===== src/source/rv_pkg.sv =====
`default_nettype none

package rv_pkg;

  localparam int xlen       = 64;
  localparam int inst_width = 32;

  // ########################################
  // major opcodes
  localparam logic [6:0] op_imm    = 7'b0010011;
  localparam logic [6:0] op_imm_32 = 7'b0011011;
  localparam logic [6:0] op        = 7'b0110011;
  localparam logic [6:0] op_32     = 7'b0111011;
  localparam logic [6:0] lui       = 7'b0110111;
  localparam logic [6:0] auipc     = 7'b0010111;
  localparam logic [6:0] jal       = 7'b1101111;
  localparam logic [6:0] jalr      = 7'b1100111;
  localparam logic [6:0] branch    = 7'b1100011;
  localparam logic [6:0] load      = 7'b0000011;
  localparam logic [6:0] store     = 7'b0100011;
  localparam logic [6:0] system    = 7'b1110011;

  // ########################################
  // alu operation, one bit per op
  localparam int alu_op_width = 19;
  localparam int alu_add      = 0;
  localparam int alu_sub      = 1;
  localparam int alu_lt       = 2;
  localparam int alu_ltu      = 3;
  localparam int alu_and      = 4;
  localparam int alu_or       = 5;
  localparam int alu_xor      = 6;
  localparam int alu_sll      = 7;
  localparam int alu_srl      = 8;
  localparam int alu_sra      = 9;
  localparam int alu_out_imm  = 10;  // passes operand b.
  localparam int alu_eq       = 11;
  localparam int alu_ne       = 12;
  localparam int alu_ge       = 13;
  localparam int alu_geu      = 14;
  localparam int alu_addw     = 15;
  localparam int alu_sllw     = 16;
  localparam int alu_srlw     = 17;
  localparam int alu_sraw     = 18;

  // load width, one-hot.
  localparam int wdt_width = 4;
  localparam int wdt8      = 0;
  localparam int wdt16     = 1;
  localparam int wdt32     = 2;
  localparam int wdt64     = 3;

  typedef union packed {
    struct packed {
      logic [6:0] funct7;
      logic [4:0] rs2;
      logic [4:0] rs1;
      logic [2:0] funct3;
      logic [4:0] rd;
      logic [6:0] opcode;
    } r;
    struct packed {
      logic [11:0] imm12;  // also funct12 and shamt.
      logic [4:0]  rs1;
      logic [2:0]  funct3;
      logic [4:0]  rd;
      logic [6:0]  opcode;
    } i;
  } inst_u;

endpackage

`default_nettype wire


===== src/source/mem_bus_if.sv =====
`timescale 1ns/100ps
`default_nettype none

interface mem_bus_if #(
  parameter int addr_width = 16
);

  logic                    req;    // held until ready.
  logic                    we;
  logic [addr_width-1:0]   addr;   // doubleword aligned.
  logic [rv_pkg::xlen-1:0] wdata;
  logic [7:0]              wmask;
  logic [rv_pkg::xlen-1:0] rdata;  // valid with ready.
  logic                    ready;  // one-cycle pulse.

  modport requester (output req, we, addr, wdata, wmask, input rdata, ready);
  modport arbiter (input req, we, addr, wdata, wmask, output rdata, ready);

endinterface

`default_nettype wire


===== src/source/load_store_unit.sv =====
`timescale 1ns/100ps
`default_nettype none

module load_store_unit #(
  parameter int addr_width = 16
) (
  input  wire logic                         clk,
  input  wire logic                         rst_n,
  input  wire logic                         start,
  input  wire logic                         we,
  input  wire logic [rv_pkg::xlen-1:0]      addr,
  input  wire logic [rv_pkg::xlen-1:0]      wdata,
  input  wire logic [7:0]                   wmask,
  input  wire logic [rv_pkg::wdt_width-1:0] wdt_op,
  input  wire logic                         is_unsigned,
  output logic                              done,
  output logic      [rv_pkg::xlen-1:0]      load_data,
  mem_bus_if.requester                      bus
);

  logic                    busy;  // request outstanding.
  logic                    we_q;
  logic [addr_width-1:0]   addr_q;
  logic [rv_pkg::xlen-1:0] wdata_q;
  logic [7:0]              wmask_q;
  logic [rv_pkg::xlen-1:0] shifted;

  always_ff @(posedge clk) begin
    if (!rst_n) begin
      busy <= 1'b0;
    end else if (start) begin
      busy <= 1'b1;
    end else if (bus.ready) begin
      busy <= 1'b0;
    end
  end

  always_ff @(posedge clk) begin
    if (start) begin
      we_q    <= we;
      addr_q  <= addr[addr_width-1:0];
      wdata_q <= wdata;
      wmask_q <= wmask;
    end
  end

  assign bus.req   = busy;
  assign bus.we    = we_q;
  assign bus.addr  = {addr_q[addr_width-1:3], 3'b000};
  assign bus.wdata = wdata_q;
  assign bus.wmask = wmask_q;
  assign done      = bus.ready;

  // ########################################
  // load extraction
  assign shifted = bus.rdata >> {addr_q[2:0], 3'b000};  // byte lane to bit 0.

  always_comb begin
    case (1'b1)
      wdt_op[rv_pkg::wdt8]:  load_data = {{56{shifted[7] & ~is_unsigned}}, shifted[7:0]};
      wdt_op[rv_pkg::wdt16]: load_data = {{48{shifted[15] & ~is_unsigned}}, shifted[15:0]};
      wdt_op[rv_pkg::wdt32]: load_data = {{32{shifted[31] & ~is_unsigned}}, shifted[31:0]};
      wdt_op[rv_pkg::wdt64]: load_data = shifted;
      default:               load_data = '0;
    endcase
  end

  a_no_overlap: assert property (@(posedge clk) disable iff (!rst_n) start |-> !busy);

endmodule

`default_nettype wire


===== src/flat_wrapper.sv =====
// flat-port wrapper written by rule: the top's interface ports become plain ports
module load_store_unit_flat 
#(
  parameter int addr_width = 16
)
  (clk, rst_n, start, we, addr, wdata, wmask, wdt_op, is_unsigned, done, load_data, bus_req, bus_we, bus_addr, bus_wdata, bus_wmask, bus_rdata, bus_ready);
  mem_bus_if #(.addr_width(addr_width)) bus_i ();
  input  wire logic clk;
  input  wire logic rst_n;
  input  wire logic start;
  input  wire logic we;
  input  wire logic [rv_pkg::xlen-1:0] addr;
  input  wire logic [rv_pkg::xlen-1:0] wdata;
  input  wire logic [7:0] wmask;
  input  wire logic [rv_pkg::wdt_width-1:0] wdt_op;
  input  wire logic is_unsigned;
  output logic done;
  output logic      [rv_pkg::xlen-1:0] load_data;
  output wire logic [$bits(bus_i.req)-1:0] bus_req;
  output wire logic [$bits(bus_i.we)-1:0] bus_we;
  output wire logic [$bits(bus_i.addr)-1:0] bus_addr;
  output wire logic [$bits(bus_i.wdata)-1:0] bus_wdata;
  output wire logic [$bits(bus_i.wmask)-1:0] bus_wmask;
  input wire logic [$bits(bus_i.rdata)-1:0] bus_rdata;
  input wire logic [$bits(bus_i.ready)-1:0] bus_ready;
  assign bus_req = bus_i.req;
  assign bus_we = bus_i.we;
  assign bus_addr = bus_i.addr;
  assign bus_wdata = bus_i.wdata;
  assign bus_wmask = bus_i.wmask;
  assign bus_i.rdata = bus_rdata;
  assign bus_i.ready = bus_ready;
  load_store_unit #(.addr_width(addr_width)) u_core (.clk(clk), .rst_n(rst_n), .start(start), .we(we), .addr(addr), .wdata(wdata), .wmask(wmask), .wdt_op(wdt_op), .is_unsigned(is_unsigned), .done(done), .load_data(load_data), .bus(bus_i));
endmodule

===== config.mk =====
export PLATFORM = sky130hd
export DESIGN_NAME = load_store_unit_flat
export DESIGN_NICKNAME = d
export VERILOG_FILES = /design/src/source/rv_pkg.sv /design/src/source/mem_bus_if.sv /design/src/source/load_store_unit.sv /design/src/flat_wrapper.sv
export SDC_FILE = /design/constraint.sdc
export NUM_CORES = 1
export LEC_CHECK = 0
export ABC_AREA = 0
export BUFFER_PORTS_ARGS = -buffer_cell sky130_fd_sc_hd__buf_2
export CORE_AREA = 2 2 140 142
export DETAILED_ROUTE_END_ITERATION = 6
export DIE_AREA = 0 0 142 144
export GPL_ROUTABILITY_DRIVEN = 0
export GPL_TIMING_DRIVEN = 0
export PLACE_DENSITY_LB_ADDON = 0.12
export SYNTH_ARGS = -nofsm -noshare
export SYNTH_HDL_FRONTEND = slang
export SYNTH_SLANG_ARGS = --single-unit
export TNS_END_PERCENT = 20

===== constraint.sdc =====
create_clock -name clk -period 1.8 [get_ports clk]
set_clock_uncertainty 0.05 [all_clocks]
set_input_delay 0.09 -clock clk [delete_from_list [all_inputs] [get_ports clk]]
set_output_delay 0.09 -clock clk [all_outputs]
set_load 0.02 [all_outputs]

==> qor.txt, run 1 <==
# setup viols final: 64
RSZ-0062 raised after global routing: true
number of global-route vias before repair: 5648
Yosys top cell by area: edfxtp_1
maxcap violations: 0
Seq/Total Area, Yosys: 0.510
clk sinks: 90
chip width: 142 um
min-delay src: bus_ready
Num CTS Buffers: 9
Pins Over Slew Limit: 0
Iter 0 DRT Violations: 310
RR Endpoint: u_core.bus.req
Cell Area, Placed: 7200 um2
endpoint class of the critical path: output pin
routed len/inst: 21.0 um
crit path time final: 2460 ps
hpwl dp: 17.0 mm
DR DRC count: 0
Critical Path Sink: load_data[23]
Site Rows: 51
grt ovf: 0
Pre-antenna DRT Iters: 4
Synth area leaders: edfxtp_1 (51%), mux4_2 (8.5%), mux2i_1 (7.8%)
antenna viol nets, final: 0
area of the mapped netlist: 5280 um2
syn_area_per_cell: 12.8 um2
failing checks: setup timing
Post-Route WL: 23.0 mm
leakage power: 3.99 nW
CTS H-tree depth: 3
Ports: 365
Final Hold Vio Count: 0
area share of the largest cell type after synthesis: 0.506
CTS tree: done
CP startpoint: wdt_op[2]
Worst-path clk slew: 60 ps
r2r setup slk: 1050 ps
min setup slack post-route: -663 ps
asr flop ratio synth: 0
Worst Tran Pin Value: 1410 ps
first-pass GRT wire length: 32.9 mm
Worst Path Max Fanout: 10
Hold Path Class: input pin to flip-flop
IO Port Bufs: 312
crit path launch type: input pin
peak supply drop: 0.664 mV
Post-synth EDFFs: 89
FF+latch count, synth: 90
CTS root buffer: clkbuf_16
count leader, synth: edfxtp_1
overall routing resource usage: 0.213
Via density: 4.98
ys flop type: edfxtp_1
CP arrival: 2320 ps
worst path required time: 1660 ps
Setup Crit Path Kind: input pin to output pin
unique cell type count in the Yosys netlist: 44
relative slew slack: 0.0522
worst reg2reg startpoint: u_core.bus.req
Finished Cell Area: 9140 um2
die area: 20400 um2
Starting Density: 0.277
later-pin clock latency in the skew report: 330 ps
Post-synth top cells: edfxtp_1 (89), mux2i_1 (41), a21oi_1 (33)
FF-to-FF path depth: 2
status: finished with violations
Clock Path Buffers: 2
share of layout cells above drive strength 1: 0.566
PD cells: 790 nW/um2
Hold WS: 49.7 ps
Tcrit/Tclk final: 1.37
largest net degree at the start of global routing: 62
initial antenna violation count: 1
Synth Warn #: 0
Mapped Cells: 414
Max Freq: 406 MHz
via count: 5462
Die Span Y: 144 um
Final #Nets: 1062
CORE AREA: 19100 um2
layout overhead on the synthesized area: 73.2%
==> sequential cells by signal (all words and copies together) (netlist names) <==
| register | flops |
|---|---|
| u_core.bus.wdata | 64 |
| u_core.addr_q | 16 |
| u_core.bus.wmask | 8 |
| u_core.bus.req | 1 |
| u_core.bus.we | 1 |
==> metrics by stage <==
step	TNS [ps]	cells	worst slack, ps	utilization	total power (W)
global placement	-44440	966	-696	0.375	0.00460
floorplan	-1430	416	-115	-	0.00378
finish	-36370	1096	-663	0.479	0.00722
CTS	-35910	1083	-657	0.457	0.00707
global route	-41460	1096	-726	0.479	0.00749
detailed placement	-26610	968	-605	0.378	0.00462
==> metal layers <==
layer  vias up  routed length, um  global-route usage
met5         -                  0                   0
met4         0                565              0.0700
li1       2463                  -                   -
met3        40               2150              0.0639
met1      2617               8580               0.238
met2       342              11700               0.387
==> worst min-delay path by stage <==
| stage | to | slack [ps] | cells past startpoint |
|---|---|---|---|
| 2_1_floorplan | u_core.addr_q[0] | 140 | 0 |
| 3_3_place_gp | u_core.bus.wdata[54] | 220 | 1 |
| 3_5_place_dp | u_core.bus.wdata[13] | 220 | 1 |
| 4_1_cts | u_core.bus.req | 30 | 3 |
| 5_1_grt | u_core.bus.req | 60 | 3 |
| 6_report | u_core.bus.req | 50 | 3 |
==> cells by family after synthesis <==
kind of cell,after synthesis,share of synthesized area
AO/OA/AOI/OAI,137,0.167
buffers and inverters,56,0.0756
flip-flops,90,0.510
multiplexers,71,0.186
other,1,0.000710
AND/OR/NAND/NOR,59,0.0612
==> worst max-delay path, stage by stage <==
cell      delay, ps
buf_2           140
o21ai_0        1080
clkbuf_1        570
o21ai_1         230
buf_2           210
==> layout by cell type, fill, tap and decap left out, drive strengths merged, types with 4 or more instances in the layout <==
master	instances
mux2i	42
a22oi	7
nor2b	14
edfxtp	89
o21ai	69
nor2	14
buf	378
inv	4
clkbuf	20
mux2	9
a211oi	14
dlygate4sd3	90
mux4	20
a31oi	6
nand2	17
a21oi	33
==> power by group <==
group          leakage, nW  internal, W  switching (W)
clock                0.170      0.00137       0.000786
combinational         2.94      0.00114        0.00139
sequential           0.879      0.00249      0.0000462
==> final cells by class <==
| type | instances | area, um2 |
|---|---|---|
| timing repair buffer | 425 | 2920 |
| multi-input combinational | 270 | 2370 |
| buffer | 55 | 507 |
| clock inverter | 7 | 123 |
| antenna | 1 | 2.50 |
| inverter | 1 | 3.75 |
| tap | 238 | 298 |
| clock buffer | 9 | 225 |
| fill | 1744 | 9940 |
| sequential | 90 | 2690 |
==> what timing repair did <==
action | CTS | global route
pin swaps | 4 | 10
setup endpoints to repair | 64 | 64
hold buffers | 90 | 0
hold endpoints to repair | 90 | 0
resized for setup | 64 | 86
buffers inserted | 8 | 8
cloned | 1 | 4
No activity file was read; power rests on OpenSTA's default activity.
==> run 2: changes to the inputs <==
--- a/config.mk
+++ b/config.mk
@@ -13,6 +13,7 @@
 export GPL_ROUTABILITY_DRIVEN = 0
 export GPL_TIMING_DRIVEN = 0
 export PLACE_DENSITY_LB_ADDON = 0.12
+export SKIP_LAST_GASP = 1
 export SYNTH_ARGS = -nofsm -noshare
 export SYNTH_HDL_FRONTEND = slang
 export SYNTH_SLANG_ARGS = --single-unit
==> run 2 against run 1 <==
The flow still finishes with violations (setup timing). Worst hold slack about the same. Final area fell by 3.2%. Combinational power fell by 6%. Sequential power hardly changed. Total power decreased by 2.1%. Register-to-register slack barely moved. Count of clock-buffer cells in the layout unchanged. Fmax decreased by 0.48%. Core utilization shrank 1.5 points. Die area unchanged. Largest cell class unchanged.
==> qor.txt, run 2 (synthesis results as in run 1) <==
failing checks: setup timing
Flop pwr share: 0.358 (+0.007)
Ports: 365 (unchanged)
Worst Tran Pin Value: 1250 ps (-161 ps)
Via density: 4.92 (-1.2%)
number of global-route vias before repair: 5654 (+0.11%)
Worst-path clk slew: 60 ps (about the same)
Post-Route WL: 22.8 mm (-0.97%)
hpwl dp: 17.0 mm (unchanged)
worst path required time: 1660 ps (about the same)
Tcrit/Tclk final: 1.37 (+0.00665)
CP arrival: 2330 ps (about the same)
antenna viol nets, final: 0 (unchanged)
largest stage delay on the critical path: 340 ps (-740 ps)
Iter 0 DRT Violations: 255 (-18%)
Clk network pwr share: 0.305 (+0.006)
Pins Over Slew Limit: 0 (unchanged)
# setup viols final: 64 (unchanged)
later-pin clock latency in the skew report: 330 ps (about the same)
overall routing resource usage: 0.213 (-0.000443)
Int Power: 0.00488 W (-2.3%)
crit path cell chain: buf_6 -> mux2i_4 -> o21ai_2 -> a221oi_2 -> o21a_4 -> bufbuf_16 -> o21ai_0 -> buf_4
routed len/inst: 20.9 um (-0.51%)
Starting Density: 0.277 (unchanged)
fill cell count: 1770 (+1.5%)
status: finished with violations
Num CTS Buffers: 9 (unchanged)
r2r setup slk: 1050 ps (about the same)
layout overhead on the synthesized area: 67.7%
die area: 20400 um2 (unchanged)
fraction of power spent switching nets: 0.310 (+0.00122)
Worst Hold Endpoint: u_core.bus.req
endpoint class of the critical path: output pin
initial antenna violation count: 1 (unchanged)
PD cells: 799 nW/um2 (+1.1%)
CTS H-tree depth: 3 (unchanged)
most frequent cells in the layout: buf_2 (297), dlygate4sd3_1 (90), edfxtp_1 (89)
RSZ-0062 raised after global routing: true
pre-CTS WS: -605 ps (unchanged)
Max Freq: 404 MHz (-0.48%)
largest net degree at the start of global routing: 62 (unchanged)
Register Area: 2690 um2 (unchanged)
peak supply drop: 0.663 mV (-0.10%)
Worst Hold Depth: 3 (unchanged)
leakage power: 3.91 nW (-2.0%)
grt ovf: 0 (unchanged)
CP max-delay cell: edfxtp_1
first-pass GRT wire length: 32.8 mm (-0.23%)
CTS root buffer: clkbuf_16
maxcap violations: 0 (unchanged)
worst reg2reg startpoint: u_core.bus.req
Worst Path Max Fanout: 9 (-1)
Placed Cells: 968 (unchanged)
CTS tree: done
commonest non-fill, non-tap cell in the layout: buf_2
Final Hold Vio Count: 0 (unchanged)
Hold Path Class: input pin to flip-flop
chip width: 142 um (unchanged)
multi-input logic area: 2320 um2 (-2.2%)
Psw: 0.00219 W (-1.7%)
min setup slack post-route: -675 ps (-12.0 ps)
Pre-antenna DRT Iters: 5 (+1)
Setup Crit Path Kind: flip-flop to output pin
Hold WS: 49.7 ps (-0.0317 ps)
Layout Cells excl Fill: 1091 (-0.46%)
CORE AREA: 19100 um2 (unchanged)
DR DRC count: 0 (unchanged)
via count: 5373 (-1.6%)
crit path launch type: flip-flop
IO Port Bufs: 312 (unchanged)
Logic pwr share: 0.337 (-0.013)
relative slew slack: 0.160 (+0.108)
Clock Path Buffers: 2 (unchanged)
RR Endpoint: u_core.bus.req
Final #Nets: 1057 (-0.47%)
FF-to-FF path depth: 2 (unchanged)
share of layout cells above drive strength 1: 0.558 (-0.00842)
Largest register FFs: 64 (unchanged)
clk sinks: 90 (unchanged)
Die Span Y: 144 um (unchanged)
crit path time final: 2470 ps (+12.0 ps)
Site Rows: 51 (unchanged)
min-delay src: bus_ready
## run 2: cell types whose count changed in the layout (fill, tap and decap cells not counted), sizes merged
cell,change
buf,-5
bufbuf,+1
clkbuf,-1
## run 2: worst max path at each step
stage	from	endpoint	depth (start not counted)
floorplan	u_core.addr_q[0]	load_data[30]	8
global placement	wdt_op[0]	load_data[0]	4
detailed placement	u_core.addr_q[2]	load_data[38]	6
CTS	u_core.addr_q[1]	load_data[20]	8
global route	u_core.addr_q[1]	load_data[21]	9
finish	u_core.addr_q[1]	load_data[20]	8
## run 2: cell type report
type	instances	share of cell area
Tap cell	238	0.0336
Multi-Input combinational cell	270	0.262
Timing Repair Buffer	420	0.305
Sequential cell	90	0.304
Clock buffer	9	0.0254
Antenna cell	1	0.000283
Clock inverter	7	0.0138
Inverter	1	0.000424
Buffer	55	0.0553
## run 2: through the flow
step	area (um2)	total power (W)	utilization	TNS, ps
floorplan	5300	0.00378	-	-1430
global placement	7160	0.00460	0.375	-44440
detailed placement	7200	0.00462	0.378	-26610
CTS	8680	0.00703	0.455	-36270
global route	8850	0.00733	0.464	-41880
finish	8850	0.00707	0.464	-36610
## run 2: worst max-delay path, delay by kind of cell, from the launching register on
family / cells / cell delay (ps)
multiplexers: 1 / 270
flip-flops: 1 / 340
AO/OA/AOI/OAI: 4 / 740
buffers and inverters: 3 / 640
## run 2: routing by layer
layer  share of wire  up-vias  GRT usage
met5               0        -          0
li1                -     2464          -
met4           0.023        0     0.0705
met1            0.38     2565      0.238
met3           0.090       32     0.0639
met2            0.51      312      0.386
## run 2: what timing repair did
item,in CTS,in global routing
buffers inserted,8,5
pin swaps,4,6
setup endpoints to repair,64,64
hold buffers,90,0
resized for setup,43,38
gates cloned,1,2
hold endpoints to repair,90,0
## run 2: power groups by stage
stage	clock network, W	logic, W	registers [W]
final	0.00216	0.00238	0.00253
after global routing	0.00227	0.00251	0.00255
after CTS	0.00220	0.00230	0.00253
after detailed placement	0	0.00205	0.00257
after global placement	0	0.00203	0.00257
after floorplan	0	0.00103	0.00275
==> run 3: changes to the inputs <==
--- a/config.mk
+++ b/config.mk
@@ -13,6 +13,7 @@
 export GPL_ROUTABILITY_DRIVEN = 0
 export GPL_TIMING_DRIVEN = 0
 export PLACE_DENSITY_LB_ADDON = 0.12
+export SETUP_SLACK_MARGIN = 0.3
 export SKIP_LAST_GASP = 1
 export SYNTH_ARGS = -nofsm -noshare
 export SYNTH_HDL_FRONTEND = slang
==> run 3 against run 2 <==
Combinational power hardly changed. Sequential share of layout area is 0.23 points higher. Worst hold slack better by 4.3 ps. Wire length is 1.5% higher. Clock power is 9% lower. Setup slack better by 20 ps. Sequential cell count stayed put. Largest cell class unchanged. Sequential power hardly changed. Count of clock-buffer cells in the layout is 2 higher. Cell count stayed put. Fmax is 0.81% higher. The flow still finishes with violations (setup timing). Total power is 2.8% lower.
==> qor.txt, run 3 (synthesis results as in run 1) <==
Int Power: 0.00470 W (-3.7%)
Layout Cells excl Fill: 1091 (unchanged)
Largest register FFs: 64 (unchanged)
Clock Path Buffers: 2 (unchanged)
Max Freq: 407 MHz (+0.81%)
most frequent cell on the critical path: buf_4
Logic pwr share: 0.345 (+0.008)
most frequent cells in the layout: buf_2 (309), dlygate4sd3_1 (90), edfxtp_1 (89)
relative slew slack: 0.398 (+0.238)
Setup Crit Path Kind: flip-flop to output pin
hpwl dp: 17.3 mm (+1.4%)
chip width: 142 um (unchanged)
CTS root buffer: clkbuf_16
CP Buf/Inv Count: 5 (+2)
min-delay src: bus_ready
FF-to-FF path depth: 2 (unchanged)
routed len/inst: 21.2 um (+1.5%)
Iter 0 DRT Violations: 281 (+10%)
CTS H-tree depth: 3 (unchanged)
fill cell count: 1770 (unchanged)
Tcrit/Tclk final: 1.36 (-0.0110)
Psw: 0.00217 W (-0.68%)
Hold Path Class: input pin to flip-flop
later-pin clock latency in the skew report: 330 ps (about the same)
crit path time final: 2450 ps (-19.9 ps)
PD cells: 782 nW/um2 (-2.1%)
crit path cell chain: buf_6 -> mux2i_4 -> buf_4 -> a22oi_2 -> nand4_4 -> o21a_2 -> buf_12 -> buf_4 -> o21ai_1 -> buf_2
peak supply drop: 0.696 mV (+5.0%)
initial antenna violation count: 1 (unchanged)
clk sinks: 90 (unchanged)
worst reg2reg startpoint: u_core.bus.req
Die Span Y: 144 um (unchanged)
leakage power: 3.88 nW (-0.67%)
Final Hold Vio Count: 0 (unchanged)
crit path launch type: flip-flop
commonest non-fill, non-tap cell in the layout: buf_2
Clk network pwr share: 0.287 (-0.018)
first-pass GRT wire length: 33.3 mm (+1.5%)
CORE AREA: 19100 um2 (unchanged)
overall routing resource usage: 0.219 (+0.00612)
Register Area: 2690 um2 (unchanged)
CP max-delay cell: edfxtp_1
Final #Nets: 1057 (unchanged)
multi-input logic area: 2350 um2 (+1.6%)
share of layout cells above drive strength 1: 0.573 (+0.0153)
Finished Cell Area: 8790 um2 (-0.75%)
largest stage delay on the critical path: 370 ps (+30 ps)
endpoint class of the critical path: output pin
largest net degree at the start of global routing: 53 (-15%)
IO Port Bufs: 312 (unchanged)
maxcap violations: 0 (unchanged)
DR DRC count: 0 (unchanged)
Num CTS Buffers: 9 (unchanged)
CP delay by family, top: buffers and inverters
Worst Path Max Fanout: 9 (unchanged)
# setup viols final: 64 (unchanged)
Hold WS: 54.0 ps (+4.33 ps)
failing checks: setup timing
Starting Density: 0.277 (unchanged)
layout overhead on the synthesized area: 66.5%
RSZ-0062 raised after global routing: true
Site Rows: 51 (unchanged)
pre-CTS WS: -659 ps (-54.1 ps)
Placed Cells: 968 (unchanged)
CP arrival: 2310 ps (-20 ps)
fin util: 0.461 (-0.00348)
Worst Hold Depth: 3 (unchanged)
grt ovf: 0 (unchanged)
CTS tree: done
worst path required time: 1660 ps (about the same)
Ports: 365 (unchanged)
Flop pwr share: 0.368 (+0.010)
min setup slack post-route: -655 ps (+19.9 ps)
number of global-route vias before repair: 5807 (+2.7%)
RR Endpoint: u_core.bus.req
r2r setup slk: 1040 ps (about the same)
Worst Hold Endpoint: u_core.bus.req
Via density: 4.96 (+0.80%)
Worst-path clk slew: 60 ps (about the same)
Pins Over Slew Limit: 0 (unchanged)
Cell Area, Placed: 7320 um2 (+1.6%)
fraction of power spent switching nets: 0.316 (+0.00675)
antenna viol nets, final: 0 (unchanged)
via count: 5416 (+0.80%)
Worst Tran Pin Value: 896 ps (-350 ps)
status: finished with violations
die area: 20400 um2 (unchanged)
Post-Route WL: 23.1 mm (+1.5%)
Pre-antenna DRT Iters: 4 (-1)
run 3: cell count changes in the layout (fill, tap and decap cells not counted), moves of 4 or more:
cell / previous run / this run
buf_4: 53 / 45
buf_2: 297 / 309
o21ai_0: 17 / 11
buf_8: 4 / 0
o21ai_2: 31 / 48
o21ai_1: 20 / 10
run 3: worst max-delay path by stage:
| stage | from | end | slack, ps | cells past startpoint |
|---|---|---|---|---|
| 6_report | u_core.addr_q[1] | load_data[20] | -650 | 10 |
| 5_1_grt | u_core.addr_q[1] | load_data[49] | -740 | 9 |
| 3_3_place_gp | wdt_op[0] | load_data[0] | -880 | 4 |
| 4_1_cts | u_core.addr_q[1] | load_data[47] | -620 | 9 |
| 2_1_floorplan | u_core.addr_q[1] | load_data[34] | 0.9 | 8 |
| 3_5_place_dp | wdt_op[2] | load_data[22] | -660 | 5 |
run 3: area by class of cell:
| type | instances | share of cell area |
|---|---|---|
| Antenna cell | 1 | 0.000285 |
| Buffer | 55 | 0.0554 |
| Clock buffer | 11 | 0.0265 |
| Clock inverter | 5 | 0.00926 |
| Inverter | 1 | 0.000427 |
| Multi-Input combinational cell | 270 | 0.268 |
| Sequential cell | 90 | 0.306 |
| Tap cell | 238 | 0.0339 |
| Timing Repair Buffer | 420 | 0.300 |
run 3: power by group through the flow:
stage	sequential (W)	combinational [W]	clock [W]
floorplan	0.00275	0.00108	0
global placement	0.00257	0.00210	0
detailed placement	0.00257	0.00212	0
CTS	0.00253	0.00235	0.00202
global route	0.00255	0.00252	0.00208
finish	0.00253	0.00237	0.00197
run 3: stage by stage:
stage	TNS [ps]	total power [W]
floorplan	0	0.00383
global placement	-43540	0.00468
detailed placement	-25200	0.00469
CTS	-36070	0.00690
global route	-43840	0.00715
finish	-37290	0.00687
run 3: what timing repair did:
| item | 4_1_cts | 5_1_grt |
|---|---|---|
| cloned | 0 | 0 |
| setup buffers | 13 | 3 |
| endpoints found under the setup margin | 64 | 64 |
| endpoints found under the hold margin | 90 | 0 |
| pin swaps | 5 | 2 |
| resized for setup | 32 | 6 |
| hold buffers | 90 | 0 |
run 3: worst register-to-register path, delay by kind of cell (launching register included):
kind | cells | cell delay [ps]
compound gates | 1 | 160
flops | 1 | 310
simple gates | 1 | 120
run 3: per-layer routing:
metal  up-vias  GRT usage  part of all wire
met5         -          0                 0
met4         0     0.0837             0.028
met3        47     0.0805              0.12
met2       334      0.386              0.50
met1      2577      0.240              0.36
li1       2458          -                 -
