===== config.mk =====
export PLATFORM = sky130hd
export DESIGN_NAME = sequencer_flat
export DESIGN_NICKNAME = d
export VERILOG_FILES = /design/src/source/rv_pkg.sv /design/src/source/mem_bus_if.sv /design/src/source/sequencer.sv /design/src/flat_wrapper.sv
export SDC_FILE = /design/constraint.sdc
export NUM_CORES = 1
export LEC_CHECK = 0
export BUFFER_PORTS_ARGS = -buffer_cell sky130_fd_sc_hd__clkbuf_2
export CAP_MARGIN = 15
export CORE_AREA = 10 10 325 327
export CTS_CLUSTER_SIZE = 16
export DETAILED_ROUTE_END_ITERATION = 10
export DIE_AREA = 0 0 335 337
export PLACE_DENSITY = 0.41
export SETUP_SLACK_MARGIN = 0.1
export SYNTH_ARGS = -nofsm -noshare
export SYNTH_HDL_FRONTEND = slang
export SYNTH_SLANG_ARGS = --single-unit

===== constraint.sdc =====
create_clock -name clk -period 17.2 [get_ports clk]
set_input_delay 1.72 -clock clk [delete_from_list [all_inputs] [get_ports clk]]
set_output_delay 1.72 -clock clk [all_outputs]
set_load 0.05 [all_outputs]

===== src/source/rv_pkg.sv =====
`default_nettype none

package rv_pkg;

  localparam int xlen       = 64;
  localparam int inst_width = 32;

  // ########################################
  // major opcodes
  localparam logic [6:0] op_imm    = 7'b0010011;
  localparam logic [6:0] op_imm_32 = 7'b0011011;
  localparam logic [6:0] op        = 7'b0110011;
  localparam logic [6:0] op_32     = 7'b0111011;
  localparam logic [6:0] lui       = 7'b0110111;
  localparam logic [6:0] auipc     = 7'b0010111;
  localparam logic [6:0] jal       = 7'b1101111;
  localparam logic [6:0] jalr      = 7'b1100111;
  localparam logic [6:0] branch    = 7'b1100011;
  localparam logic [6:0] load      = 7'b0000011;
  localparam logic [6:0] store     = 7'b0100011;
  localparam logic [6:0] system    = 7'b1110011;

  // ########################################
  // alu operation, one bit per op
  localparam int alu_op_width = 19;
  localparam int alu_add      = 0;
  localparam int alu_sub      = 1;
  localparam int alu_lt       = 2;
  localparam int alu_ltu      = 3;
  localparam int alu_and      = 4;
  localparam int alu_or       = 5;
  localparam int alu_xor      = 6;
  localparam int alu_sll      = 7;
  localparam int alu_srl      = 8;
  localparam int alu_sra      = 9;
  localparam int alu_out_imm  = 10;  // passes operand b.
  localparam int alu_eq       = 11;
  localparam int alu_ne       = 12;
  localparam int alu_ge       = 13;
  localparam int alu_geu      = 14;
  localparam int alu_addw     = 15;
  localparam int alu_sllw     = 16;
  localparam int alu_srlw     = 17;
  localparam int alu_sraw     = 18;

  // load width, one-hot.
  localparam int wdt_width = 4;
  localparam int wdt8      = 0;
  localparam int wdt16     = 1;
  localparam int wdt32     = 2;
  localparam int wdt64     = 3;

  typedef union packed {
    struct packed {
      logic [6:0] funct7;
      logic [4:0] rs2;
      logic [4:0] rs1;
      logic [2:0] funct3;
      logic [4:0] rd;
      logic [6:0] opcode;
    } r;
    struct packed {
      logic [11:0] imm12;  // also funct12 and shamt.
      logic [4:0]  rs1;
      logic [2:0]  funct3;
      logic [4:0]  rd;
      logic [6:0]  opcode;
    } i;
  } inst_u;

endpackage

`default_nettype wire


===== src/source/mem_bus_if.sv =====
`timescale 1ns/100ps
`default_nettype none

interface mem_bus_if #(
  parameter int addr_width = 16
);

  logic                    req;    // held until ready.
  logic                    we;
  logic [addr_width-1:0]   addr;   // doubleword aligned.
  logic [rv_pkg::xlen-1:0] wdata;
  logic [7:0]              wmask;
  logic [rv_pkg::xlen-1:0] rdata;  // valid with ready.
  logic                    ready;  // one-cycle pulse.

  modport requester (output req, we, addr, wdata, wmask, input rdata, ready);
  modport arbiter (input req, we, addr, wdata, wmask, output rdata, ready);

endinterface

`default_nettype wire


===== src/source/sequencer.sv =====
`timescale 1ns/100ps
`default_nettype none

module sequencer #(
  parameter int                      addr_width = 16,
  parameter logic [rv_pkg::xlen-1:0] reset_pc   = '0
) (
  input  wire logic                    clk,
  input  wire logic                    rst_n,
  mem_bus_if.requester                 fetch,
  input  wire logic                    is_ebreak, is_jal, is_jalr, is_branch, is_load,
  input  wire logic                    mem_wen, reg_wen, need_imm, is_auipc, inst_not_ipl,
  input  wire logic [rv_pkg::xlen-1:0] imm,
  input  wire logic [4:0]              rd,
  output rv_pkg::inst_u                ir,
  output logic      [rv_pkg::xlen-1:0] alu_a,
  output logic      [rv_pkg::xlen-1:0] alu_b,
  input  wire logic [rv_pkg::xlen-1:0] alu_result,
  input  wire logic [rv_pkg::xlen-1:0] rd1,
  input  wire logic [rv_pkg::xlen-1:0] rd2,
  output logic                         wen,
  output logic      [4:0]              wa,
  output logic      [rv_pkg::xlen-1:0] wd,
  output logic                         ls_start,
  output logic                         ls_we,
  output logic      [rv_pkg::xlen-1:0] ls_addr,
  output logic      [rv_pkg::xlen-1:0] ls_wdata,
  input  wire logic                    ls_done,
  input  wire logic [rv_pkg::xlen-1:0] ls_data,
  output logic                         halted,
  output logic                         illegal
);

  localparam logic [2:0] s_fetch = 3'd0;
  localparam logic [2:0] s_exec  = 3'd1;
  localparam logic [2:0] s_mem   = 3'd2;
  localparam logic [2:0] s_wb    = 3'd3;
  localparam logic [2:0] s_halt  = 3'd4;

  logic [2:0]              state;
  logic [rv_pkg::xlen-1:0] pc;
  logic [rv_pkg::xlen-1:0] pc_plus4;
  logic [rv_pkg::xlen-1:0] next_pc;
  logic [rv_pkg::xlen-1:0] load_q;     // load result held for wb.
  logic                    fetch_req;

  assign fetch.req   = fetch_req;
  assign fetch.we    = 1'b0;
  assign fetch.addr  = {pc[addr_width-1:3], 3'b000};
  assign fetch.wdata = '0;
  assign fetch.wmask = 8'h00;

  assign alu_a = (is_auipc || is_jal) ? pc : rd1;
  assign alu_b = need_imm ? imm : rd2;

  assign ls_start = (state == s_exec) && (is_load || mem_wen);
  assign ls_we    = mem_wen;
  assign ls_addr  = alu_result;
  assign ls_wdata = rd2;

  // ########################################
  // writeback and next pc
  assign pc_plus4 = pc + 64'd4;
  assign wen      = (state == s_wb) && reg_wen;
  assign wa       = rd;
  assign wd       = (is_jal || is_jalr) ? pc_plus4 : (is_load ? load_q : alu_result);

  always_comb begin
    if (is_jal) begin
      next_pc = alu_result;
    end else if (is_jalr) begin
      next_pc = {alu_result[rv_pkg::xlen-1:1], 1'b0};
    end else if (is_branch && alu_result[0]) begin  // compare result is the taken flag.
      next_pc = pc + imm;
    end else begin
      next_pc = pc_plus4;
    end
  end

  always_ff @(posedge clk) begin
    if (!rst_n) begin
      state     <= s_fetch;
      pc        <= reset_pc;
      fetch_req <= 1'b0;
      halted    <= 1'b0;
      illegal   <= 1'b0;
    end else begin
      case (state)
        s_fetch: begin
          fetch_req <= !fetch.ready;
          if (fetch.ready) begin
            state <= s_exec;
          end
        end
        s_exec: begin
          if (is_ebreak || inst_not_ipl) begin
            state   <= s_halt;
            halted  <= 1'b1;
            illegal <= inst_not_ipl;
          end else if (is_load || mem_wen) begin
            state <= s_mem;
          end else begin
            state <= s_wb;
          end
        end
        s_mem: begin
          if (ls_done) begin
            state <= s_wb;
          end
        end
        s_wb: begin
          pc        <= next_pc;
          fetch_req <= 1'b1;  // next fetch starts with no idle cycle.
          state     <= s_fetch;
        end
        s_halt:  state <= s_halt;
        default: state <= s_fetch;
      endcase
    end
  end

  always_ff @(posedge clk) begin
    if (state == s_fetch && fetch.ready) begin
      ir <= pc[2] ? fetch.rdata[63:32] : fetch.rdata[31:0];  // pick the word half.
    end
    if (state == s_mem && ls_done) begin
      load_q <= ls_data;
    end
  end

endmodule

`default_nettype wire


===== src/flat_wrapper.sv =====
// flat-port wrapper written by rule: the top's interface ports become plain ports
module sequencer_flat 
#(
  parameter int                      addr_width = 16,
  parameter logic [rv_pkg::xlen-1:0] reset_pc   = '0
)
  (clk, rst_n, is_ebreak, is_jal, is_jalr, is_branch, is_load, mem_wen, reg_wen, need_imm, is_auipc, inst_not_ipl, imm, rd, ir, alu_a, alu_b, alu_result, rd1, rd2, wen, wa, wd, ls_start, ls_we, ls_addr, ls_wdata, ls_done, ls_data, halted, illegal, fetch_req, fetch_we, fetch_addr, fetch_wdata, fetch_wmask, fetch_rdata, fetch_ready);
  mem_bus_if #(.addr_width(addr_width)) fetch_i ();
  input  wire logic clk;
  input  wire logic rst_n;
  input  wire logic is_ebreak;
  input  wire logic is_jal;
  input  wire logic is_jalr;
  input  wire logic is_branch;
  input  wire logic is_load;
  input  wire logic mem_wen;
  input  wire logic reg_wen;
  input  wire logic need_imm;
  input  wire logic is_auipc;
  input  wire logic inst_not_ipl;
  input  wire logic [rv_pkg::xlen-1:0] imm;
  input  wire logic [4:0] rd;
  output rv_pkg::inst_u ir;
  output logic      [rv_pkg::xlen-1:0] alu_a;
  output logic      [rv_pkg::xlen-1:0] alu_b;
  input  wire logic [rv_pkg::xlen-1:0] alu_result;
  input  wire logic [rv_pkg::xlen-1:0] rd1;
  input  wire logic [rv_pkg::xlen-1:0] rd2;
  output logic wen;
  output logic      [4:0] wa;
  output logic      [rv_pkg::xlen-1:0] wd;
  output logic ls_start;
  output logic ls_we;
  output logic      [rv_pkg::xlen-1:0] ls_addr;
  output logic      [rv_pkg::xlen-1:0] ls_wdata;
  input  wire logic ls_done;
  input  wire logic [rv_pkg::xlen-1:0] ls_data;
  output logic halted;
  output logic illegal;
  output wire logic [$bits(fetch_i.req)-1:0] fetch_req;
  output wire logic [$bits(fetch_i.we)-1:0] fetch_we;
  output wire logic [$bits(fetch_i.addr)-1:0] fetch_addr;
  output wire logic [$bits(fetch_i.wdata)-1:0] fetch_wdata;
  output wire logic [$bits(fetch_i.wmask)-1:0] fetch_wmask;
  input wire logic [$bits(fetch_i.rdata)-1:0] fetch_rdata;
  input wire logic [$bits(fetch_i.ready)-1:0] fetch_ready;
  assign fetch_req = fetch_i.req;
  assign fetch_we = fetch_i.we;
  assign fetch_addr = fetch_i.addr;
  assign fetch_wdata = fetch_i.wdata;
  assign fetch_wmask = fetch_i.wmask;
  assign fetch_i.rdata = fetch_rdata;
  assign fetch_i.ready = fetch_ready;
  sequencer #(.addr_width(addr_width), .reset_pc(reset_pc)) u_core (.clk(clk), .rst_n(rst_n), .fetch(fetch_i), .is_ebreak(is_ebreak), .is_jal(is_jal), .is_jalr(is_jalr), .is_branch(is_branch), .is_load(is_load), .mem_wen(mem_wen), .reg_wen(reg_wen), .need_imm(need_imm), .is_auipc(is_auipc), .inst_not_ipl(inst_not_ipl), .imm(imm), .rd(rd), .ir(ir), .alu_a(alu_a), .alu_b(alu_b), .alu_result(alu_result), .rd1(rd1), .rd2(rd2), .wen(wen), .wa(wa), .wd(wd), .ls_start(ls_start), .ls_we(ls_we), .ls_addr(ls_addr), .ls_wdata(ls_wdata), .ls_done(ls_done), .ls_data(ls_data), .halted(halted), .illegal(illegal));
endmodule

==> results of run 1 <==
[power by group through the flow]
stage,combinational (µW),sequential [µW],clock [µW]
after detailed placement,535,457,0
after global routing,560,449,451
after global placement,535,457,0
after floorplan,369,485,0
after CTS,536,448,443
final,529,447,420
[per-stage QoR]
| stage | area, µm² | instances | hold slack, ns | setup WS [ns] | util (%) |
|---|---|---|---|---|---|
| 4_1_cts | 20600 | 3791 | 0.483 | 10.93 | 20.8 |
| 5_1_grt | 20600 | 3791 | 0.503 | 10.78 | 20.8 |
| 2_1_floorplan | 16600 | 2024 | 0.473 | 10.50 | - |
| 3_3_place_gp | 20100 | 3759 | 0.455 | 11.02 | 20.2 |
| 6_report | 20700 | 3795 | 0.479 | 11.15 | 20.8 |
| 3_5_place_dp | 20100 | 3759 | 0.462 | 10.97 | 20.2 |
[critical path, stage by stage, from the launching register on]
cell and delay, ns:
dfxtp_1 0.48, and4_1 0.28, nand4_1 0.18, or3_1 0.48, or2_1 0.42, nor2_1 0.52
nand4_1 0.36, inv_1 0.12, nand4_1 0.18, xnor2_1 0.22, nand2_1 0.10, o21ai_0 0.14
clkbuf_2 0.32
[registers in the layout (all words and copies together), names as in the netlist]
register          count
u_core.state          3
u_core.ir            32
u_core.load_q        64
u_core.pc            64
u_core.fetch.req      1
u_core.illegal        1
u_core.halted         1
[layout by cell type (no fill, tap or decap), types with 22 or more instances in the layout]
| master | synthesis | layout |
|---|---|---|
| a211oi_1 | 53 | 53 |
| a21o_1 | 46 | 46 |
| a21oi_1 | 171 | 171 |
| clkbuf_2 | 0 | 765 |
| conb_1 | 1 | 76 |
| dfxtp_1 | 70 | 69 |
| edfxtp_1 | 96 | 96 |
| ha_1 | 64 | 64 |
| inv_1 | 22 | 22 |
| mux2_2 | 160 | 160 |
| mux2i_1 | 38 | 38 |
| nand2_1 | 154 | 153 |
| nand3_1 | 46 | 46 |
| nand4_1 | 39 | 39 |
| nor2_1 | 123 | 119 |
| nor2b_1 | 53 | 53 |
| nor3_1 | 28 | 27 |
| o211ai_1 | 46 | 46 |
| o21ai_0 | 93 | 93 |
| xnor2_1 | 52 | 52 |
| xor2_1 | 62 | 62 |
[final timing paths]
path,from,slack [ns],endpoint
setup / recovery,u_core.pc[18],11.15,wd[52]
hold / removal,u_core.halted,0.48,u_core.halted
setup reg to reg,u_core.pc[0],12.04,u_core.pc[54]
hold reg to reg,u_core.halted,0.48,u_core.halted
[layer usage]
layer / wire length [µm] / share of wire, %
met3: 4910 / 5.2
met2: 48400 / 51
met5: 27 / 0.029
met4: 1260 / 1.3
met1: 39900 / 42
[cells by family (layout without fill, tap and decap cells)]
family | Yosys count | after routing | synth area share, %
AOI/OAI and AO/OA | 526 | 526 | 20.4
buffers and inverters | 372 | 841 | 13.8
muxes | 198 | 198 | 13.4
adders and majority gates | 65 | 65 | 5.04
DFF | 166 | 166 | 26.3
and+or+nand+nor | 507 | 507 | 14.9
other | 1 | 80 | 0.0230
xor gates and xnor gates | 114 | 114 | 6.13
[cell type report]
type                       count  area (µm²)
fill                       11200       78600
multi-input combinational   1486       10100
sequential                   166        4290
timing repair buffer         787        4010
tap                         1298        1620
clock buffer                  18         429
clock inverter                14         128
inverter                      22        82.6
antenna                        4        10.0
==> impl_results.rst, run 1 <==
.. list-table::
   :header-rows: 1

   * - Metric
     - Value
   * - Net Sw Power
     - 637 µW
   * - Pin slew with the least headroom to its limit
     - between 1 and 1.5 ns
   * - Fraction of met1 tracks used by global routing
     - a little under a fifth
   * - Power per standard cell area
     - 67.6 mW/mm²
   * - Area of the mapped netlist
     - 0.0163 mm²
   * - Busiest layer in global routing
     - met2
   * - Part of the Yosys area used for sequential elements
     - between 20% and 30%
   * - Max-slew violation count
     - 0
   * - Via total after detailed routing
     - 16,500
   * - Die Span Y
     - around 340 µm
   * - Most instantiated cells after synthesis
     - buf_4 (223), a21oi_1 (171), mux2_2 (160), nand2_1 (154), nor2_1 (123)
   * - Status
     - complete, no violations
   * - Number of distinct standard cells referenced by the synthesized netlist
     - 66
   * - Total Routing Usage GR
     - 15.8%
   * - Vias per Instance
     - 4.35
   * - Most common cell in the synthesized netlist
     - buf_4
   * - Setup Viol. Count Final
     - 0
   * - Cells after synthesis
     - roughly 1,900
   * - Critical path capture point type
     - output pin
   * - Worst-Skew Late Latency
     - 0.53 ns
   * - IR Drop Worst-Case VDD
     - 0.0556 mV
   * - Number of synthesized flops with an enable pin
     - 96
   * - Post-layout min period
     - 6.05 ns
   * - Area fraction of the dominant cell type after synthesis
     - 17.7%
   * - Detail-routed net length per standard cell
     - 24.9 µm
   * - Count of buffers from port buffering
     - 768
   * - Total Negative Setup Slacks
     - 0 ns
   * - Residual DRC
     - 0
   * - Final weighted congestion in routability-driven placement
     - around 0.86
   * - Number of nets in the layout
     - 2,948
   * - Met2 Use GR
     - 28.5%
   * - Die outline width
     - between 300 and 400 µm
   * - Sinks on Clock Net
     - ~170
   * - Final worst clock skew
     - 0.0276 ns
   * - Post-CTS Repair Setup Buffers
     - 0
   * - Area of the die
     - 0.113 mm²
   * - Maximum number of pins on one net before global-route repair
     - around 110
   * - Count of endpoints failing hold in the final timing report
     - 0
   * - Number of violations reported at the end of detailed-routing iteration 0
     - 1,070
   * - Largest area contributor in the synthesized netlist
     - edfxtp_1
   * - Data arrival time of the worst path
     - 4.33 ns
   * - Sequential share of power
     - 32.1%
   * - Final HPWL DP
     - 77,300 µm
   * - Sum of internal, switching and leakage power
     - between 1000 and 1500 µW
   * - Mean instance size in the synthesized netlist
     - 8.36 µm²
   * - Total of cells resized after clock tree synthesis
     - 0
   * - Proportion of power drawn by the clock network
     - about 30%
   * - Clock tree buffer depth
     - 2
   * - Cell Int Power
     - 759 µW
   * - Register clock-pin slew on the reported worst setup and hold paths
     - 0.08 ns
   * - Lkg Pwr
     - 0.00923 µW
   * - Final critical-path share of the clock period
     - about a third
   * - Dominant cells by area after synthesis
     - edfxtp_1 (18%), mux2_2 (11%), buf_4 (10%)
   * - Fraction of registers with async set/reset
     - 0%
   * - Critical path peak fanout
     - 7
   * - Logic pwr share
     - roughly 38%
   * - Total of hold buffers inserted after clock tree synthesis
     - 0
   * - Met3 usage
     - 3.02%
   * - Number of max-cap violations
     - 0
   * - H-tree depth
     - 4
   * - Antenna violations before repair
     - 8
   * - HP Class
     - register to register
   * - Yosys warning count
     - 0
   * - Ports placed on the boundary
     - around 860
   * - Ratio of cells with drive above 1 in the final layout
     - 39.9%
   * - Required time worst endpoint
     - 15.48 ns
   * - Library cell used as clock root buffer
     - clkbuf_16
   * - CTS tree
     - yes
   * - Number of global-route vias before repair
     - approximately 17,000
   * - Core area
     - 0.0993 mm²
   * - Worst relative slew slack
     - 27.4%
   * - Number of CTS-inserted buffers
     - 17
   * - Primary flip-flop cell chosen by synthesis mapping
     - edfxtp_1
   * - Total routed wirelength
     - between 90,000 and 100,000 µm
   * - Number of cells traversed by the worst register-to-register path
     - 14
   * - Switching part of the total power
     - ~46%
   * - Congestion Overflow GR
     - 0
   * - Wire length of the first global-routing pass
     - 129,000 µm
   * - Final antenna-violating net count
     - 0
   * - Effective utilization at floorplan
     - 16.4%
   * - Detailed-routing iteration count for the pre-antenna-repair pass
     - 5
   * - Synth-to-Final Area Change
     - 26.7%
   * - Number of storage elements in the synthesis netlist
     - 166
   * - Placement Rows
     - 116
   * - Maximum achievable frequency
     - 165 MHz
   * - RSZ-0062 raised after global routing
     - no
   * - Launching element type of the critical path
     - register
   * - Worst Setup Path Type
     - register to output pin
   * - Cell count of the worst hold path
     - 1
Note: power is estimated with default switching activity, not from simulation.
==> run 2: changes to the inputs <==
- ABC_AREA: unset -> 1
- CORE_AREA: 10 10 325 327 -> 10 10 322 324
- DIE_AREA: 0 0 335 337 -> 0 0 332 334
- PLACE_DENSITY: 0.41 -> 0.45
- clock period: 17.2 -> 5.5 ns (I/O delays scaled with it)
==> impl_results.rst, run 2 <==
.. list-table::
   :header-rows: 1

   * - Metric
     - Value
   * - Hold path startpoint
     - ls_data[19] (was u_core.halted)
   * - Sinks on Clock Net
     - 166 (unchanged)
   * - Detail-routed net length per standard cell
     - 25.2 µm (was 24.9 µm)
   * - Synth-to-Final Area Change
     - 24.5% (was 26.7%)
   * - Pin slew with the least headroom to its limit
     - 0.920 ns (was 1.09 ns)
   * - Effective utilization at floorplan
     - 19.1% (was 16.4%)
   * - HP Class
     - input port to register (was register to register)
   * - Data arrival time of the worst path
     - 3.64 ns (was 4.33 ns)
   * - Critical path capture point type
     - output pin (unchanged)
   * - RSZ-0062 raised after global routing
     - no (unchanged)
   * - Cells after synthesis
     - 2,987 (was 1,949)
   * - Number of global-route vias before repair
     - 21,500 (was 17,000)
   * - Yosys warning count
     - 0 (unchanged)
   * - Congestion Overflow GR
     - 0 (unchanged)
   * - Commonest cells after routing, fill and taps aside
     - nand2_1 (911), clkbuf_2 (767), inv_1 (402), o21ai_0 (255), a21oi_1 (230) (was clkbuf_2 (765), a21oi_1 (171), mux2_2 (160), nand2_1 (153), nor2_1 (119))
   * - Worst-Skew Late Latency
     - 0.52 ns (was 0.53 ns)
   * - Library cell appearing most often on the critical path
     - nand2_1 (was nand4_1)
   * - Wire length of the first global-routing pass
     - 167,000 µm (was 129,000 µm)
   * - Count of endpoints failing hold in the final timing report
     - 0 (unchanged)
   * - Library cell used as clock root buffer
     - clkbuf_16 (unchanged)
   * - H-tree depth
     - 4 (unchanged)
   * - Cell Int Power
     - 2430 µW (was 759 µW)
   * - Switching part of the total power
     - 45.6% (was 45.7%)
   * - Post-CTS Repair Setup Buffers
     - 0 (unchanged)
   * - Most common cell in the synthesized netlist
     - nand2_1 (was buf_4)
   * - Lkg Pwr
     - 0.0118 µW (was 0.00923 µW)
   * - Final antenna-violating net count
     - 0 (unchanged)
   * - Total Routing Usage GR
     - 20.9% (was 15.8%)
   * - Area of the mapped netlist
     - 0.0186 mm² (was 0.0163 mm²)
   * - IR Drop Worst-Case VDD
     - 0.261 mV (was 0.0556 mV)
   * - Area of the die
     - 0.111 mm² (was 0.113 mm²)
   * - Final critical-path share of the clock period
     - 76.2%
   * - Dominant cells by area after synthesis
     - nand2_1 (18%), edfxtp_1 (16%), buf_4 (9.0%) (was edfxtp_1 (18%), mux2_2 (11%), buf_4 (10%))
   * - Clock tree buffer depth
     - 2 (unchanged)
   * - Logic depth of the worst path, buffers included
     - 12 (unchanged)
   * - Final instance area
     - 0.0231 mm² (was 0.0207 mm²)
   * - Final critical-path setup slack
     - 1.31 ns (was 11.15 ns)
   * - Post-layout min period
     - between 4 and 5 ns
   * - Residual DRC
     - 0 (unchanged)
   * - Logic pwr share
     - 38.1% (was 37.9%)
   * - Number of nets in the layout
     - 4,028 (was 2,948)
   * - Launching element type of the critical path
     - register (unchanged)
   * - Primary flip-flop cell chosen by synthesis mapping
     - edfxtp_1 (unchanged)
   * - CTS tree
     - yes (unchanged)
   * - Vias per Instance
     - 4.46 (was 4.35)
   * - CP startpoint
     - u_core.pc[2] (was u_core.pc[18])
   * - Detailed-routing iteration count for the pre-antenna-repair pass
     - 6 (was 5)
   * - Final weighted congestion in routability-driven placement
     - 0.981 (was 0.863)
   * - Antenna violations before repair
     - 9 (was 8)
   * - Terminus of the critical flop-to-flop path
     - u_core.pc[35] (was u_core.pc[54])
   * - Most frequent standard cell in the layout excluding fill and tap cells
     - nand2_1 (was clkbuf_2)
   * - Total Negative Setup Slacks
     - 0 ns (unchanged)
   * - Setup Viol. Count Final
     - 0 (unchanged)
   * - Final worst clock skew
     - 0.0156 ns (was 0.0276 ns)
   * - Net Sw Power
     - 2030 µW (was 637 µW)
   * - Setup WS pre-CTS
     - 1.88 ns (was 10.97 ns)
   * - Utilization of the core after routing
     - 23.7% (was 20.8%)
   * - Max-slew violation count
     - 0 (unchanged)
   * - Ports placed on the boundary
     - 855 (unchanged)
   * - Largest area contributor in the synthesized netlist
     - nand2_1 (was edfxtp_1)
   * - Cell Chain, Critical Path
     - buf_4, nand3_4, inv_1, nand2_1, inv_2, nand2_1, nor2_2, nand4_1, xor2_1, nand2_1, nand2_1, clkbuf_2 (was and4_1, nand4_1, or3_1, or2_1, nor2_1, nand4_1, inv_1, nand4_1, xnor2_1, nand2_1, o21ai_0, clkbuf_2)
   * - Worst relative slew slack
     - 38.7% (was 27.4%)
   * - Number of storage elements in the synthesis netlist
     - 166 (unchanged)
   * - Die Span Y
     - 334 µm (was 337 µm)
   * - Worst Setup Path Type
     - register to output pin (unchanged)
   * - Status
     - complete, no violations (unchanged)
   * - Proportion of power drawn by the clock network
     - 30.4% (was 30.1%)
   * - Placed Area
     - 0.0225 mm² (was 0.0201 mm²)
   * - Mean instance size in the synthesized netlist
     - 6.22 µm² (was 8.36 µm²)
   * - Top Family by Delay on Critical Path
     - simple AND/OR/NAND/NOR gates (unchanged)
   * - Fraction of registers with async set/reset
     - 0% (unchanged)
   * - Slowest library cell on the worst path
     - buf_4 (was nor2_1)
   * - Number of max-cap violations
     - 0 (unchanged)
   * - Maximum number of pins on one net before global-route repair
     - 109 (was 113)
   * - Placement Rows
     - 115 (was 116)
   * - Number of synthesized flops with an enable pin
     - 96 (unchanged)
   * - Cell count of the worst hold path
     - 1 (unchanged)
   * - Sequential share of power
     - 31.5% (was 32.1%)
   * - Register clock-pin slew on the reported worst setup and hold paths
     - 0.08 ns (about the same)
   * - Power per standard cell area
     - 193 mW/mm² (was 67.6 mW/mm²)
   * - Largest incremental delay on the critical path
     - 0.43 ns (was 0.52 ns)
   * - Reg-to-Reg Start
     - u_core.pc[2] (was u_core.pc[0])
   * - End point of the most critical hold path
     - u_core.load_q[19] (was u_core.halted)
   * - Fill cell instance count of the final layout
     - 11,300 (was 11,200)
   * - Number of distinct standard cells referenced by the synthesized netlist
     - 48 (was 66)
   * - Number of cells traversed by the worst register-to-register path
     - 11 (was 14)
   * - Total of cells resized after clock tree synthesis
     - 0 (unchanged)
   * - Total routed wirelength
     - 123,000 µm (was 94,500 µm)
   * - Ratio of cells with drive above 1 in the final layout
     - 27.1% (was 39.9%)
   * - Via total after detailed routing
     - 21,700 (was 16,500)
   * - Most instantiated cells after synthesis
     - nand2_1 (911), inv_1 (404), o21ai_0 (255), a21oi_1 (230), buf_4 (224) (was buf_4 (223), a21oi_1 (171), mux2_2 (160), nand2_1 (154), nor2_1 (123))
   * - Count of buffers from port buffering
     - 768 (unchanged)
   * - Core area
     - 0.0976 mm² (was 0.0993 mm²)
   * - Number of CTS-inserted buffers
     - 17 (unchanged)
   * - Final HPWL DP
     - 107,000 µm (was 77,300 µm)
   * - Number of violations reported at the end of detailed-routing iteration 0
     - 1,723 (was 1,070)
   * - Total of hold buffers inserted after clock tree synthesis
     - 0 (unchanged)
   * - Internal reg-to-reg setup slack
     - 2.25 ns (was 12.04 ns)
   * - Critical path peak fanout
     - 36 (was 7)
   * - Required time worst endpoint
     - 4.95 ns (was 15.48 ns)
   * - Maximum achievable frequency
     - 238 MHz
   * - Largest registers ranked by flip-flop count
     - u_core.load_q: 64 flops, u_core.pc: 64 flops, u_core.ir: 32 flops (unchanged)
   * - Die outline width
     - 332 µm (was 335 µm)
   * - Area fraction of the dominant cell type after synthesis
     - 18.4% (was 17.7%)
   * - Part of the Yosys area used for sequential elements
     - 23.1% (was 26.3%)
   * - Count of buffering cells on the critical path with inverters included
     - 4 (was 2)
## run 2: cell types whose count changed after synthesis, moves of 44 or more
cell	change
nand2_1	+757
a21o_1	-45
a21oi_1	+59
nand3_1	+69
nor2_1	+70
xnor2_1	-45
mux2_2	-85
o211ai_1	-44
nor2b_1	-52
a211oi_1	-48
inv_1	+382
o21ai_0	+162
## run 2: cell families after synthesis
group           Yosys count  share of synthesized area (%)
compound gates          533                           14.9
xor+xnor                 73                           3.52
fa+ha+maj                65                           4.42
buf+inv                 730                           19.3
flops                   166                           23.1
mux                      75                           4.54
other cells               1                         0.0202
simple gates           1344                           30.2
## run 2: through the flow
stage | hold WS [ns] | std cells | total power (µW)
after global placement | 0.443 | 4828 | 3140
after CTS | 0.159 | 4860 | 4500
after global routing | 0.175 | 4860 | 4630
after floorplan | 0.481 | 3062 | 2670
final | 0.199 | 4865 | 4460
after detailed placement | 0.448 | 4828 | 3140
## run 2: final cells by class
| class | count | area (µm²) | share of cell area, % |
|---|---|---|---|
| Inverter | 417 | 1570 | 6.78 |
| Timing Repair Buffer | 792 | 4050 | 17.5 |
| Clock inverter | 14 | 164 | 0.708 |
| Clock buffer | 18 | 429 | 1.85 |
| Tap cell | 1287 | 1610 | 6.96 |
| Sequential cell | 166 | 4280 | 18.5 |
| Antenna cell | 5 | 12.5 | 0.0541 |
| Multi-Input combinational cell | 2166 | 11000 | 47.6 |
## run 2: power groups by stage
stage | Sequential (µW) | Combinational (µW) | Clock (µW)
floorplan | 1530 | 1140 | 0
global placement | 1430 | 1710 | 0
detailed placement | 1430 | 1710 | 0
CTS | 1400 | 1710 | 1390
global route | 1410 | 1800 | 1420
finish | 1400 | 1700 | 1350
## run 2: routing by layer
layer  GRT usage [%]  vias to the layer above  wire [µm]
met3            3.91                       95       7610
met5               0                        -         31
met1            28.5                    10200      56600
li1                -                    10500          -
met2            33.7                      881      55700
met4            5.02                        4       2610
## run 2: how the worst max path moves through the flow
stage                        to  slack, ns
2_1_floorplan  u_core.load_q[0]       1.77
3_3_place_gp             wd[48]       1.89
3_5_place_dp             wd[32]       1.88
4_1_cts                  wd[39]       1.28
5_1_grt                  wd[39]       1.16
6_report                 wd[39]       1.31
## run 2: worst register-to-register path, cell delays in order, from the launching register on
cell	delay (ns)
dfxtp_1	0.33
buf_4	0.43
nand3_4	0.23
inv_1	0.27
nand2_1	0.17
inv_2	0.18
nand2_1	0.17
nor2_2	0.34
nand3_1	0.16
xor2_1	0.22
a21oi_1	0.50
a21oi_1	0.13
